===== config.mk =====
export PLATFORM = sky130hd
export DESIGN_NAME = rom_game_top
export DESIGN_NICKNAME = d
export VERILOG_FILES = /design/src/hdl/rom_pkg.sv /design/src/hdl/rom_game_top.sv /design/src/hdl/rom_download.sv /design/src/hdl/rom_slot_ctrl.sv /design/src/hdl/rom_slot.sv
export SDC_FILE = /design/constraint.sdc
export NUM_CORES = 1
export LEC_CHECK = 0
export ABC_AREA = 1
export BUFFER_PORTS_ARGS = -buffer_cell sky130_fd_sc_hd__buf_2
export CORE_ASPECT_RATIO = 1.1
export CORE_MARGIN = 8
export CORE_UTILIZATION = 52
export CTS_BUF_LIST = sky130_fd_sc_hd__clkbuf_8
export DETAILED_ROUTE_END_ITERATION = 12
export GPL_ROUTABILITY_DRIVEN = 0
export GPL_TIMING_DRIVEN = 0
export PLACE_DENSITY = 0.78
export SYNTH_ARGS = -nofsm -noshare
export SYNTH_HDL_FRONTEND = slang
export SYNTH_SLANG_ARGS = --single-unit

===== constraint.sdc =====
create_clock -name clk -period 2.9 [get_ports clk]
set_input_delay 0.58 -clock clk [delete_from_list [all_inputs] [get_ports clk]]
set_output_delay 0.58 -clock clk [all_outputs]
set_load 0.02 [all_outputs]

===== src/hdl/rom_pkg.sv =====
// SDRAM geometry, ROM region map, slot sizes and the enums of the ROM subsystem
package rom_pkg;

    // SDRAM side
    localparam int SDRAM_AW = 22;           // 16-bit word address
    localparam int SDRAM_DW = 32;           // One read returns two words

    // Start of each ROM region in SDRAM words, kept even for 32-bit alignment
    localparam logic [SDRAM_AW-1:0] CHAR_OFFSET = 22'h00_0000;
    localparam logic [SDRAM_AW-1:0] SND_OFFSET  = 22'h00_4000;
    localparam logic [SDRAM_AW-1:0] OBJ_OFFSET  = 22'h00_8000;

    // Client address widths
    localparam int CHAR_AW = 15;            // Byte address
    localparam int SND_AW  = 15;            // Byte address
    localparam int OBJ_AW  = 17;            // Half-word address

    localparam int NUM_SLOTS = 3;

    // Slot order is also the round-robin order
    typedef enum logic [1:0] {
        SLOT_CHAR = 2'd0,
        SLOT_SND  = 2'd1,
        SLOT_OBJ  = 2'd2
    } slot_id_e;

    // Read control FSM
    typedef enum logic [1:0] {
        ST_IDLE      = 2'd0,
        ST_REQUEST   = 2'd1,            // sdram_req up, waiting for ack
        ST_WAIT_DATA = 2'd2,            // Acked, waiting for data_rdy
        ST_DOWNLOAD  = 2'd3             // Parked while the loader owns SDRAM
    } ctrl_state_e;

endpackage

===== src/hdl/rom_game_top.sv =====
// Game ROM subsystem top with char, sound and object slots, read control and download path
`timescale 1ns/1ps

module rom_game_top import rom_pkg::*; (
    input  logic                clk,
    input  logic                rst_n,
    // Graphics and sound clients
    input  logic                char_cs,
    input  logic [CHAR_AW-1:0]  char_addr,
    output logic [7:0]          char_data,
    output logic                char_ok,
    input  logic                snd_cs,
    input  logic [SND_AW-1:0]   snd_addr,
    output logic [7:0]          snd_data,
    output logic                snd_ok,
    input  logic                obj_cs,
    input  logic [OBJ_AW-1:0]   obj_addr,
    output logic [15:0]         obj_data,
    output logic                obj_ok,
    // Loader
    input  logic                downloading,
    input  logic [SDRAM_AW-1:0] ioctl_addr,
    input  logic [7:0]          ioctl_data,
    input  logic                ioctl_wr,
    // SDRAM
    input  logic                sdram_ack,
    input  logic                data_rdy,
    input  logic [SDRAM_DW-1:0] data_read,
    output logic                sdram_req,
    output logic [SDRAM_AW-1:0] sdram_addr,
    output logic                refresh_en,
    output logic [SDRAM_AW-1:0] prog_addr,
    output logic [15:0]         prog_data,
    output logic [1:0]          prog_mask,
    output logic                prog_we
);

    logic [NUM_SLOTS-1:0] need;
    logic [NUM_SLOTS-1:0] fill;
    logic [SDRAM_DW-1:0]  fill_data;
    logic [SDRAM_AW-1:0]  req_addr_char;
    logic [SDRAM_AW-1:0]  req_addr_snd;
    logic [SDRAM_AW-1:0]  req_addr_obj;

    rom_slot #(.AW(CHAR_AW), .DW(8), .OFFSET(CHAR_OFFSET)) u_char (
        .clk       ( clk             ),
        .rst_n     ( rst_n           ),
        .cs        ( char_cs         ),
        .addr      ( char_addr       ),
        .fill      ( fill[SLOT_CHAR] ),
        .fill_data ( fill_data       ),
        .need      ( need[SLOT_CHAR] ),
        .req_addr  ( req_addr_char   ),
        .data      ( char_data       ),
        .ok        ( char_ok         )
    );

    rom_slot #(.AW(SND_AW), .DW(8), .OFFSET(SND_OFFSET)) u_snd (
        .clk       ( clk             ),
        .rst_n     ( rst_n           ),
        .cs        ( snd_cs          ),
        .addr      ( snd_addr        ),
        .fill      ( fill[SLOT_SND]  ),
        .fill_data ( fill_data       ),
        .need      ( need[SLOT_SND]  ),
        .req_addr  ( req_addr_snd    ),
        .data      ( snd_data        ),
        .ok        ( snd_ok          )
    );

    rom_slot #(.AW(OBJ_AW), .DW(16), .OFFSET(OBJ_OFFSET)) u_obj (
        .clk       ( clk             ),
        .rst_n     ( rst_n           ),
        .cs        ( obj_cs          ),
        .addr      ( obj_addr        ),
        .fill      ( fill[SLOT_OBJ]  ),
        .fill_data ( fill_data       ),
        .need      ( need[SLOT_OBJ]  ),
        .req_addr  ( req_addr_obj    ),
        .data      ( obj_data        ),
        .ok        ( obj_ok          )
    );

    rom_slot_ctrl u_ctrl (
        .clk           ( clk           ),
        .rst_n         ( rst_n         ),
        .downloading   ( downloading   ),
        .need          ( need          ),
        .req_addr_char ( req_addr_char ),
        .req_addr_snd  ( req_addr_snd  ),
        .req_addr_obj  ( req_addr_obj  ),
        .sdram_ack     ( sdram_ack     ),
        .data_rdy      ( data_rdy      ),
        .data_read     ( data_read     ),
        .sdram_req     ( sdram_req     ),
        .sdram_addr    ( sdram_addr    ),
        .fill          ( fill          ),
        .fill_data     ( fill_data     ),
        .refresh_en    ( refresh_en    )
    );

    // Shares sdram_ack with the read side, reads are parked while downloading
    rom_download u_download (
        .clk         ( clk         ),
        .rst_n       ( rst_n       ),
        .downloading ( downloading ),
        .ioctl_addr  ( ioctl_addr  ),
        .ioctl_data  ( ioctl_data  ),
        .ioctl_wr    ( ioctl_wr    ),
        .sdram_ack   ( sdram_ack   ),
        .prog_addr   ( prog_addr   ),
        .prog_data   ( prog_data   ),
        .prog_mask   ( prog_mask   ),
        .prog_we     ( prog_we     )
    );

endmodule


===== src/hdl/rom_download.sv =====
// Loader byte to SDRAM word write converter with byte lane mask and ack hold
`timescale 1ns/1ps

module rom_download import rom_pkg::*; (
    input  logic                clk,
    input  logic                rst_n,
    input  logic                downloading,
    input  logic [SDRAM_AW-1:0] ioctl_addr,     // Byte address
    input  logic [7:0]          ioctl_data,
    input  logic                ioctl_wr,
    input  logic                sdram_ack,
    output logic [SDRAM_AW-1:0] prog_addr,      // Word address
    output logic [15:0]         prog_data,
    output logic [1:0]          prog_mask,      // Active high byte enables
    output logic                prog_we
);

    logic [SDRAM_AW-1:0] word_addr;
    logic                in_rom;
    logic                accept;

    assign word_addr = ioctl_addr >> 1;

    // Regions run back to back from the start of SDRAM, nothing lives past objects
    assign in_rom = word_addr < (OBJ_OFFSET + (SDRAM_AW'(1) << OBJ_AW));

    // Busy writes swallow new bytes
    assign accept = downloading && ioctl_wr && in_rom && !prog_we;

    always_ff @(posedge clk or negedge rst_n) begin
        if (!rst_n) begin
            prog_we <= 1'b0;
        end else if (prog_we) begin
            if (sdram_ack) prog_we <= 1'b0;
        end else if (accept) begin
            prog_we <= 1'b1;
        end
    end

    always_ff @(posedge clk) begin
        if (accept) begin
            prog_addr <= word_addr;
            prog_data <= {ioctl_data, ioctl_data};  // Same byte on both lanes
            prog_mask <= ioctl_addr[0] ? 2'b10 : 2'b01;
        end
    end

endmodule


===== src/hdl/rom_slot_ctrl.sv =====
// Round-robin slot arbiter and SDRAM read FSM with fill routing and refresh enable
`timescale 1ns/1ps

module rom_slot_ctrl import rom_pkg::*; (
    input  logic                 clk,
    input  logic                 rst_n,
    input  logic                 downloading,
    input  logic [NUM_SLOTS-1:0] need,
    input  logic [SDRAM_AW-1:0]  req_addr_char,
    input  logic [SDRAM_AW-1:0]  req_addr_snd,
    input  logic [SDRAM_AW-1:0]  req_addr_obj,
    input  logic                 sdram_ack,
    input  logic                 data_rdy,
    input  logic [SDRAM_DW-1:0]  data_read,
    output logic                 sdram_req,
    output logic [SDRAM_AW-1:0]  sdram_addr,
    output logic [NUM_SLOTS-1:0] fill,
    output logic [SDRAM_DW-1:0]  fill_data,
    output logic                 refresh_en
);

    ctrl_state_e          state;
    slot_id_e             grant;        // Slot being served, or served last
    slot_id_e             pick;
    logic                 found;
    logic [NUM_SLOTS-1:0] pending;
    logic [SDRAM_AW-1:0]  pick_addr;

    // A slot being filled still shows need for one more cycle
    assign pending = need & ~fill;

    // Search starts right after the last grant
    always_comb begin
        int idx;
        pick  = grant;
        found = 1'b0;
        for (int i = 1; i <= NUM_SLOTS; i++) begin
            idx = (int'(grant) + i) % NUM_SLOTS;
            if (!found && pending[idx]) begin
                pick  = slot_id_e'(idx[1:0]);
                found = 1'b1;
            end
        end
    end

    always_comb begin
        case (pick)
            SLOT_CHAR: pick_addr = req_addr_char;
            SLOT_SND:  pick_addr = req_addr_snd;
            default:   pick_addr = req_addr_obj;
        endcase
    end

    // Refresh only when nothing is waiting for the SDRAM
    assign refresh_en = (state == ST_IDLE) && !(|pending) && !downloading;

    always_ff @(posedge clk or negedge rst_n) begin
        if (!rst_n) begin
            state     <= ST_IDLE;
            grant     <= SLOT_OBJ;      // So char goes first
            sdram_req <= 1'b0;
            fill      <= '0;
        end else begin
            fill <= '0;
            case (state)
                ST_IDLE: begin
                    if (downloading) begin
                        state <= ST_DOWNLOAD;
                    end else if (found) begin
                        grant     <= pick;
                        sdram_req <= 1'b1;
                        state     <= ST_REQUEST;
                    end
                end
                ST_REQUEST: begin
                    if (sdram_ack) begin
                        sdram_req <= 1'b0;
                        state     <= ST_WAIT_DATA;
                    end
                end
                ST_WAIT_DATA: begin
                    if (data_rdy) begin
                        fill[grant] <= 1'b1;
                        state       <= ST_IDLE;   // Idle moves on to download if needed
                    end
                end
                default: begin
                    if (!downloading) state <= ST_IDLE;
                end
            endcase
        end
    end

    // Address and read word are plain payload
    always_ff @(posedge clk) begin
        if (state == ST_IDLE && !downloading && found) sdram_addr <= pick_addr;
        if (state == ST_WAIT_DATA && data_rdy)         fill_data  <= data_read;
    end

endmodule


===== src/hdl/rom_slot.sv =====
// ROM client slot with address translation, one-word cache, hit check and lane select
`timescale 1ns/1ps

module rom_slot import rom_pkg::*; #(
    parameter int                  AW     = 15,
    parameter int                  DW     = 8,
    parameter logic [SDRAM_AW-1:0] OFFSET = '0
) (
    input  logic                clk,
    input  logic                rst_n,
    input  logic                cs,
    input  logic [AW-1:0]       addr,       // Held by the client until ok
    input  logic                fill,
    input  logic [SDRAM_DW-1:0] fill_data,
    output logic                need,
    output logic [SDRAM_AW-1:0] req_addr,
    output logic [DW-1:0]       data,
    output logic                ok
);

    localparam int LANES = SDRAM_DW / DW;   // Client items per cached word
    localparam int LW    = $clog2(LANES);

    logic [SDRAM_DW-1:0] cache;
    logic [SDRAM_AW-1:0] tag;
    logic                valid;
    logic                hit;
    logic [LW-1:0]       lane;
    logic [DW-1:0]       hit_data;
    logic [DW-1:0]       fill_lane;

    // Item index within the 32-bit word
    assign lane = addr[LW-1:0];

    // Word-pair index scaled back to a 16-bit word address, always even
    assign req_addr = OFFSET + (SDRAM_AW'(addr >> LW) << 1);

    assign hit  = valid && (tag == req_addr);
    assign need = cs && !hit;

    assign hit_data  = cache[lane*DW +: DW];
    assign fill_lane = fill_data[lane*DW +: DW];

    always_ff @(posedge clk or negedge rst_n) begin
        if (!rst_n) begin
            valid <= 1'b0;
            ok    <= 1'b0;
        end else begin
            if (fill) begin
                valid <= 1'b1;
                ok    <= cs;        // Miss served straight from the fill word
            end else begin
                ok    <= cs && hit; // Drops one cycle after cs or addr moves
            end
        end
    end

    always_ff @(posedge clk) begin
        if (fill) begin
            cache <= fill_data;
            tag   <= req_addr;
            data  <= fill_lane;
        end else if (cs && hit) begin
            data  <= hit_data;
        end
    end

endmodule


==> impl_metrics.env, run 1 <==
export IMPL_cts_tree="built"
export IMPL_ys_seq_area_share_pct=69.7
export IMPL_avgSynthCellArea_um2=11.4
export IMPL_die_h_um=171
export IMPL_synthTopCellsByArea="edfxtp_1, nand2_1, o21ai_0"
export IMPL_initial_core_util_pct=53.2
export IMPL_r2r_end="u_ctrl.sdram_addr[5]$_DFFE_PP_"
export IMPL_leakage_nw=5.67
export IMPL_ys_ff_latch=266
export IMPL_cap_viol_max_count=0
export IMPL_finalCriticalPeriod_ps=2630
export IMPL_crit_end="refresh_en"
export IMPL_grt_pass1_vias=8344
export IMPL_synthMuxAreaShare_pct=0
export IMPL_first_pass_iters=5
export IMPL_dp_hpwl_um=21800
export IMPL_critPathLaunchType="register"
export IMPL_worstMarginPinSlew_ps=908
export IMPL_grt_pass1_wl_um=44900
export IMPL_synthXorXnorAreaFrac_pct=0.463
export IMPL_fin_nets=1390
export IMPL_path_max_fanout=38
export IMPL_ys_warnings_count=0
export IMPL_worstPathArrival_ps=2050
export IMPL_synthAdderAreaFrac_pct=0.440
export IMPL_h_tree_depth=2
export IMPL_rr_worst_depth=14
export IMPL_hp_class="input pin to register"
export IMPL_cp_startpoint="u_ctrl.fill[0]$_DFF_PN0_"
export IMPL_clock_path_buffers=3
export IMPL_rsz0062_at_grt="false"
export IMPL_portBuffers=211
export IMPL_syn_area_um2=11400
export IMPL_relSlewSlack_pct=39.1
export IMPL_grt_max_degree=41
export IMPL_ios=218
export IMPL_finalMaxSlewViolations=0
export IMPL_synthDistinctLibCells=35
export IMPL_status="complete, no violations"
export IMPL_register_area_um2=7920
export IMPL_synth_top_area_share_pct=66.3
export IMPL_multi_input_area_um2=2770
export IMPL_netlist_instances=1000
export IMPL_numCtsBuffers=42
export IMPL_finalCritPeriodShare_pct=90.6
export IMPL_synth_simple_gate_area_share_pct=13.1
export IMPL_stdcell_count=1588
export IMPL_grt_overflow=0
export IMPL_finalHoldViolations=0
export IMPL_cts_sinks=266
export IMPL_dieArea_um2=26800
export IMPL_cts_root_buf="clkbuf_8"
export IMPL_fin_setup_tns_ps=0
export IMPL_grt_use_total_pct=21.9
export IMPL_clk_latency_ps=540
export IMPL_synth_top_family_by_area="simple AND/OR/NAND/NOR gates"
export IMPL_reg2reg_from="u_ctrl.grant[1]$_DFFE_PN1P_"
export IMPL_power_mw=11.4
export IMPL_whs_ps=217
export IMPL_viasPerCell=5.39
export IMPL_routed_wirelength_um=30100
export IMPL_drive_above_1_share_pct=25.5
export IMPL_core_area_um2=21400
export IMPL_drcViolationCount=0
export IMPL_critical_path_class="register to primary output"
export IMPL_powerDensity_nw_per_um2=831
export IMPL_required_ps=2320
export IMPL_clkSlewWorstSetupHoldPaths_ps=60
export IMPL_finalSetupViolations=0
export IMPL_r2r_slack_ps=330
export IMPL_rows=56
export IMPL_grt_antenna_before_repair=1
export IMPL_cp_end_kind="primary output"
export IMPL_fmax_mhz=380
export IMPL_fillers=1641
export IMPL_num_vias=8561
export IMPL_avgRoutedWirePerCell_um=19.0
export IMPL_ant_nets=0
export IMPL_synth_compound_area_share_pct=10.0
export IMPL_area_growth_syn_to_layout_pct=20.9
export IMPL_drtIter0Drc=1046
export IMPL_ir_drop_uv=494
export IMPL_die_x_um=157
export IMPL_dpl_cell_count=1511
export IMPL_fin_worst_skew_ps=16.4
export IMPL_synth_top_cell_by_area="edfxtp_1"
stage by stage:
step | area (um2) | utilization (%) | setup WS, ps
finish | 13700 | 64.3 | 271
global route | 13700 | 64.3 | 110
CTS | 13700 | 64.2 | 145
detailed placement | 12900 | 60.4 | -540
global placement | 12800 | 59.9 | -995
floorplan | 11400 | - | 154
critical path: stages, from the launching register on:
cell and delay (ps):
dfrtp_2 600, buf_12 290, nor2_1 110, nand2_2 120, nand3_1 70, a21oi_1 130, buf_2 200
state kept, by name (all words and copies together), names as in the netlist, 2 cells and up:
| name | count |
|---|---|
| u_char.cache | 32 |
| u_ctrl.fill_data | 32 |
| u_obj.cache | 32 |
| u_snd.cache | 32 |
| u_download.prog_addr | 21 |
| u_ctrl.sdram_addr | 17 |
| u_obj.tag | 17 |
| u_obj.data | 16 |
| u_char.tag | 13 |
| u_snd.tag | 13 |
| u_char.data | 8 |
| u_download.prog_data | 8 |
| u_snd.data | 8 |
| u_ctrl.fill | 3 |
| u_ctrl.grant | 2 |
| u_ctrl.state | 2 |
| u_download.prog_mask | 2 |
layer usage:
layer  global-route usage (%)  vias up  wire (um)  part of all wire (%)
met2                     35.9      530      14400                    48
met3                     6.51       73       3660                    12
met5                        0        -         13                 0.043
li1                         -     3987          -                     -
met4                     9.70        2       1050                   3.5
met1                     26.4     3969      11000                    36
worst min-delay path by stage:
stage,startpoint,endpoint,slack (ps),cells past startpoint
floorplan,rst_n,u_char.ok$_DFF_PN0_,280,0
global placement,u_snd.valid$_DFFE_PN0P_,u_snd.valid$_DFFE_PN0P_,460,1
detailed placement,u_snd.valid$_DFFE_PN0P_,u_snd.valid$_DFFE_PN0P_,460,1
CTS,data_read[18],u_ctrl.fill_data[18]$_DFFE_PP_,190,1
global route,data_read[18],u_ctrl.fill_data[18]$_DFFE_PP_,180,1
finish,data_read[13],u_ctrl.fill_data[13]$_DFFE_PP_,220,1
Yosys cell counts, drive strengths merged:
cell	n
dfstp	1
nand4	3
clkbuf	30
o21a	1
nor4	1
xnor2	6
a21oi	84
or2	10
nand2	177
nand3b	1
conb	1
o211ai	16
a31oi	17
ha	4
clkinv	2
edfxtp	251
o21ai	94
nor2	77
nand3	73
nor3	2
dfrtp	14
buf	21
inv	114
cells in the final DEF (no fill, tap or decap), drive strengths merged, types with 2 or more instances in the layout:
cell type	instances
clkinv	20
ha	4
or2	10
buf	240
conb	6
nand2	177
edfxtp	251
a31oi	17
xnor2	6
clkbuf	77
dfrtp	14
nand4	3
o21ai	94
o211ai	16
nor2	77
nand3	73
a21oi	84
nor3	2
inv	120
power by group:
group	internal, mW	switching [mW]
logic	1.07	2.20
registers	4.95	0.278
clock network	1.51	1.41
cell families after synthesis:
kind of cell	Yosys count
DFF	266
adders and majority gates	4
and+or+nand+nor	344
AOI/OAI and AO/OA	212
other	1
xor gates and xnor gates	6
buffers and inverters	167
layout make-up:
type,instances,area share (%)
Tap cell,290,2.64
Timing Repair Buffer,220,8.76
Buffer,50,1.99
Sequential cell,266,57.7
Clock inverter,25,0.756
Clock buffer,48,4.81
Antenna cell,1,0.0182
Inverter,116,3.20
Multi-Input combinational cell,572,20.2
what timing repair did:
action | CTS | global route
hold buffers | 1 | 0
gates resized for setup | 2 | 1
gates cloned | 0 | 0
pin swaps | 0 | 0
endpoints found under the setup margin | 54 | 18
hold endpoints to repair | 14 | 0
setup buffers | 1 | 2
Note: power is estimated with default switching activity, not from simulation.
==> run 2: changes to the inputs <==
--- a/config.mk
+++ b/config.mk
@@ -17,2 +17,3 @@
 export PLACE_DENSITY = 0.78
+export SLEW_MARGIN = 20
 export SYNTH_ARGS = -nofsm -noshare
==> constraint.sdc (replaced) <==
create_clock -name clk -period 2.9 [get_ports clk]
set_input_delay 0 -clock clk [delete_from_list [all_inputs] [get_ports clk]]
set_output_delay 0 -clock clk [all_outputs]
set_load 0.02 [all_outputs]
==> run 2 against run 1 <==
Worst hold slack worse by 180 ps; critical path type is now register to register; sequential share of layout area down 4.7 points; clock skew up 9.2 ps; routed wire length up 6.8%; highest routed layer is now met4; power up 3.6%; final area up 8.8%; combinational power up 4%; final cell count up 7.4%; non-clock buffer count up 117; fmax down 1.9%; largest cell class unchanged.
==> impl_metrics.env, run 2 (synthesized netlist as in run 1, its figures left out) <==
export IMPL_hp_class="input pin to register"
export IMPL_powerDensity_nw_per_um2=791
export IMPL_drcViolationCount=0
export IMPL_cts_sinks=266
export IMPL_finalMaxSlewViolations=0
export IMPL_core_area_um2=21400
export IMPL_grt_use_total_pct=23.8
export IMPL_gr_usage_met1_pct=30.4
export IMPL_cpPeakStageDelay_ps=700
export IMPL_use_met2_pct=39.3
export IMPL_fin_nets=1507
export IMPL_num_vias=9121
export IMPL_drive_above_1_share_pct=23.2
export IMPL_ios=218
export IMPL_dieArea_um2=26800
export IMPL_cts_root_buf="clkbuf_8"
export IMPL_final_util_pct=69.9
export IMPL_leakage_nw=6.19
export IMPL_ir_drop_uv=701
export IMPL_worstPathArrival_ps=2920
export IMPL_dp_hpwl_um=21200
export IMPL_grt_busiest_layer="met2"
export IMPL_die_h_um=171
export IMPL_grt_pass1_wl_um=49200
export IMPL_fin_ws_ps=220
export IMPL_path_max_fanout=26
export IMPL_critical_path_top_delay_family="buffers and inverters"
export IMPL_diodes=0
export IMPL_cap_viol_max_count=0
export IMPL_status="complete, no violations"
export IMPL_finalSetupViolations=0
export IMPL_grt_max_degree=51
export IMPL_drtIter0Drc=1105
export IMPL_met3_usage_pct=4.90
export IMPL_portBuffers=211
export IMPL_rsz0062_at_grt="false"
export IMPL_crit_chain="clkbuf_1 -> clkinv_1 -> o21ai_1 -> buf_4"
export IMPL_rows=56
export IMPL_clock_path_buffers=3
export IMPL_die_x_um=157
export IMPL_slowest_stage="dfrtp_4"
export IMPL_cts_tree="built"
export IMPL_fmax_mhz=373
export IMPL_grt_pass1_vias=8986
export IMPL_avgRoutedWirePerCell_um=18.8
export IMPL_numCtsBuffers=42
export IMPL_finalHoldViolations=0
export IMPL_grt_overflow=0
export IMPL_routed_wirelength_um=32100
export IMPL_power_mw=11.8
export IMPL_clkSlewWorstSetupHoldPaths_ps=60
export IMPL_first_pass_iters=5
export IMPL_initial_core_util_pct=53.2
export IMPL_worstMarginPinSlew_ps=663
export IMPL_critPathLaunchType="register"
export IMPL_worst_path_buf_inv=3
export IMPL_finalCriticalPeriod_ps=2680
export IMPL_ant_nets=0
export IMPL_cp_end_kind="register"
export IMPL_finalCritPeriodShare_pct=92.4
export IMPL_grt_antenna_before_repair=0
export IMPL_place_ws_ps=-274
export IMPL_required_ps=3140
export IMPL_viasPerCell=5.35
export IMPL_critical_path_class="register to register"
export IMPL_final_common_cell="edfxtp_1"
export IMPL_h_tree_depth=2
export IMPL_relSlewSlack_pct=55.7
export IMPL_fin_worst_skew_ps=25.6
export IMPL_final_cell_mix="edfxtp_1, buf_2, nand2_1"
export IMPL_area_growth_syn_to_layout_pct=31.6
export IMPL_clk_latency_ps=560
==> run 2: changes by cell type in the layout (fill, tap and decap cells not counted), sizes merged <==
cell,before,now
dlygate4sd3,1,116
inv,120,128
clkinv,20,13
bufinv,0,3
clkbuf,77,74
buf,240,242
clkinvlp,1,2
diode,1,0
==> run 2: worst min-delay path: stages <==
cell and delay, ps:
buf_2 80, inv_1 80, o21ai_0 100, a21oi_1 70
a21oi_1 130
==> run 2: timing repair <==
action	in CTS	in global routing
hold endpoints to repair	165	0
resized for setup	1	0
setup buffers	1	3
hold buffers	116	0
endpoints found under the setup margin	35	26
==> run 2: cell type report <==
type,count,area (um2)
Tap cell,290,363
Buffer,50,273
Fill cell,1420,6420
Inverter,116,439
Clock buffer,45,619
Clock inverter,30,199
Multi-Input combinational cell,572,2770
Timing Repair Buffer,337,2360
Sequential cell,266,7920
==> run 2: through the flow <==
| step | TNS (ps) | hold WS [ps] | instances | instance area [um2] |
|---|---|---|---|---|
| 6_report | 0 | 38.4 | 1706 | 14900 |
| 5_1_grt | 0 | 61.2 | 1706 | 14900 |
| 4_1_cts | 0 | 7.00 | 1703 | 14900 |
| 3_5_place_dp | -6520 | -65.8 | 1512 | 12900 |
| 3_3_place_gp | -78200 | -67.0 | 1506 | 12800 |
| 2_1_floorplan | 0 | -296 | 1005 | 11400 |
==> run 2: worst paths after layout <==
check	cells after the start	slack (ps)	startpoint	endpoint
setup reg to reg	4	220	u_ctrl.fill[1]$_DFF_PN0_	u_snd.data[4]$_DFFE_PP_
hold / removal	5	40	obj_addr[0]	u_obj.data[2]$_DFFE_PP_
hold reg to reg	1	490	u_char.valid$_DFFE_PN0P_	u_char.valid$_DFFE_PN0P_
max in group asynchronous	4	1260	rst_n	u_ctrl.fill[1]$_DFF_PN0_
setup / recovery	4	220	u_ctrl.fill[1]$_DFF_PN0_	u_snd.data[4]$_DFFE_PP_
min in group asynchronous	3	500	rst_n	u_ctrl.grant[1]$_DFFE_PN1P_
==> run 2: power breakdown <==
group	total [mW]	switching, mW	leakage [nW]	internal [mW]
clock network	3.15	1.45	0.470	1.70
logic	3.40	2.24	3.26	1.17
registers	5.27	0.313	2.46	4.96
==> run 2: metal layers <==
metal / vias to the layer above / wire length, um
li1: 4224 / -
met1: 4258 / 12100
met2: 550 / 15700
met3: 89 / 3300
met4: 0 / 1090
met5: - / 0
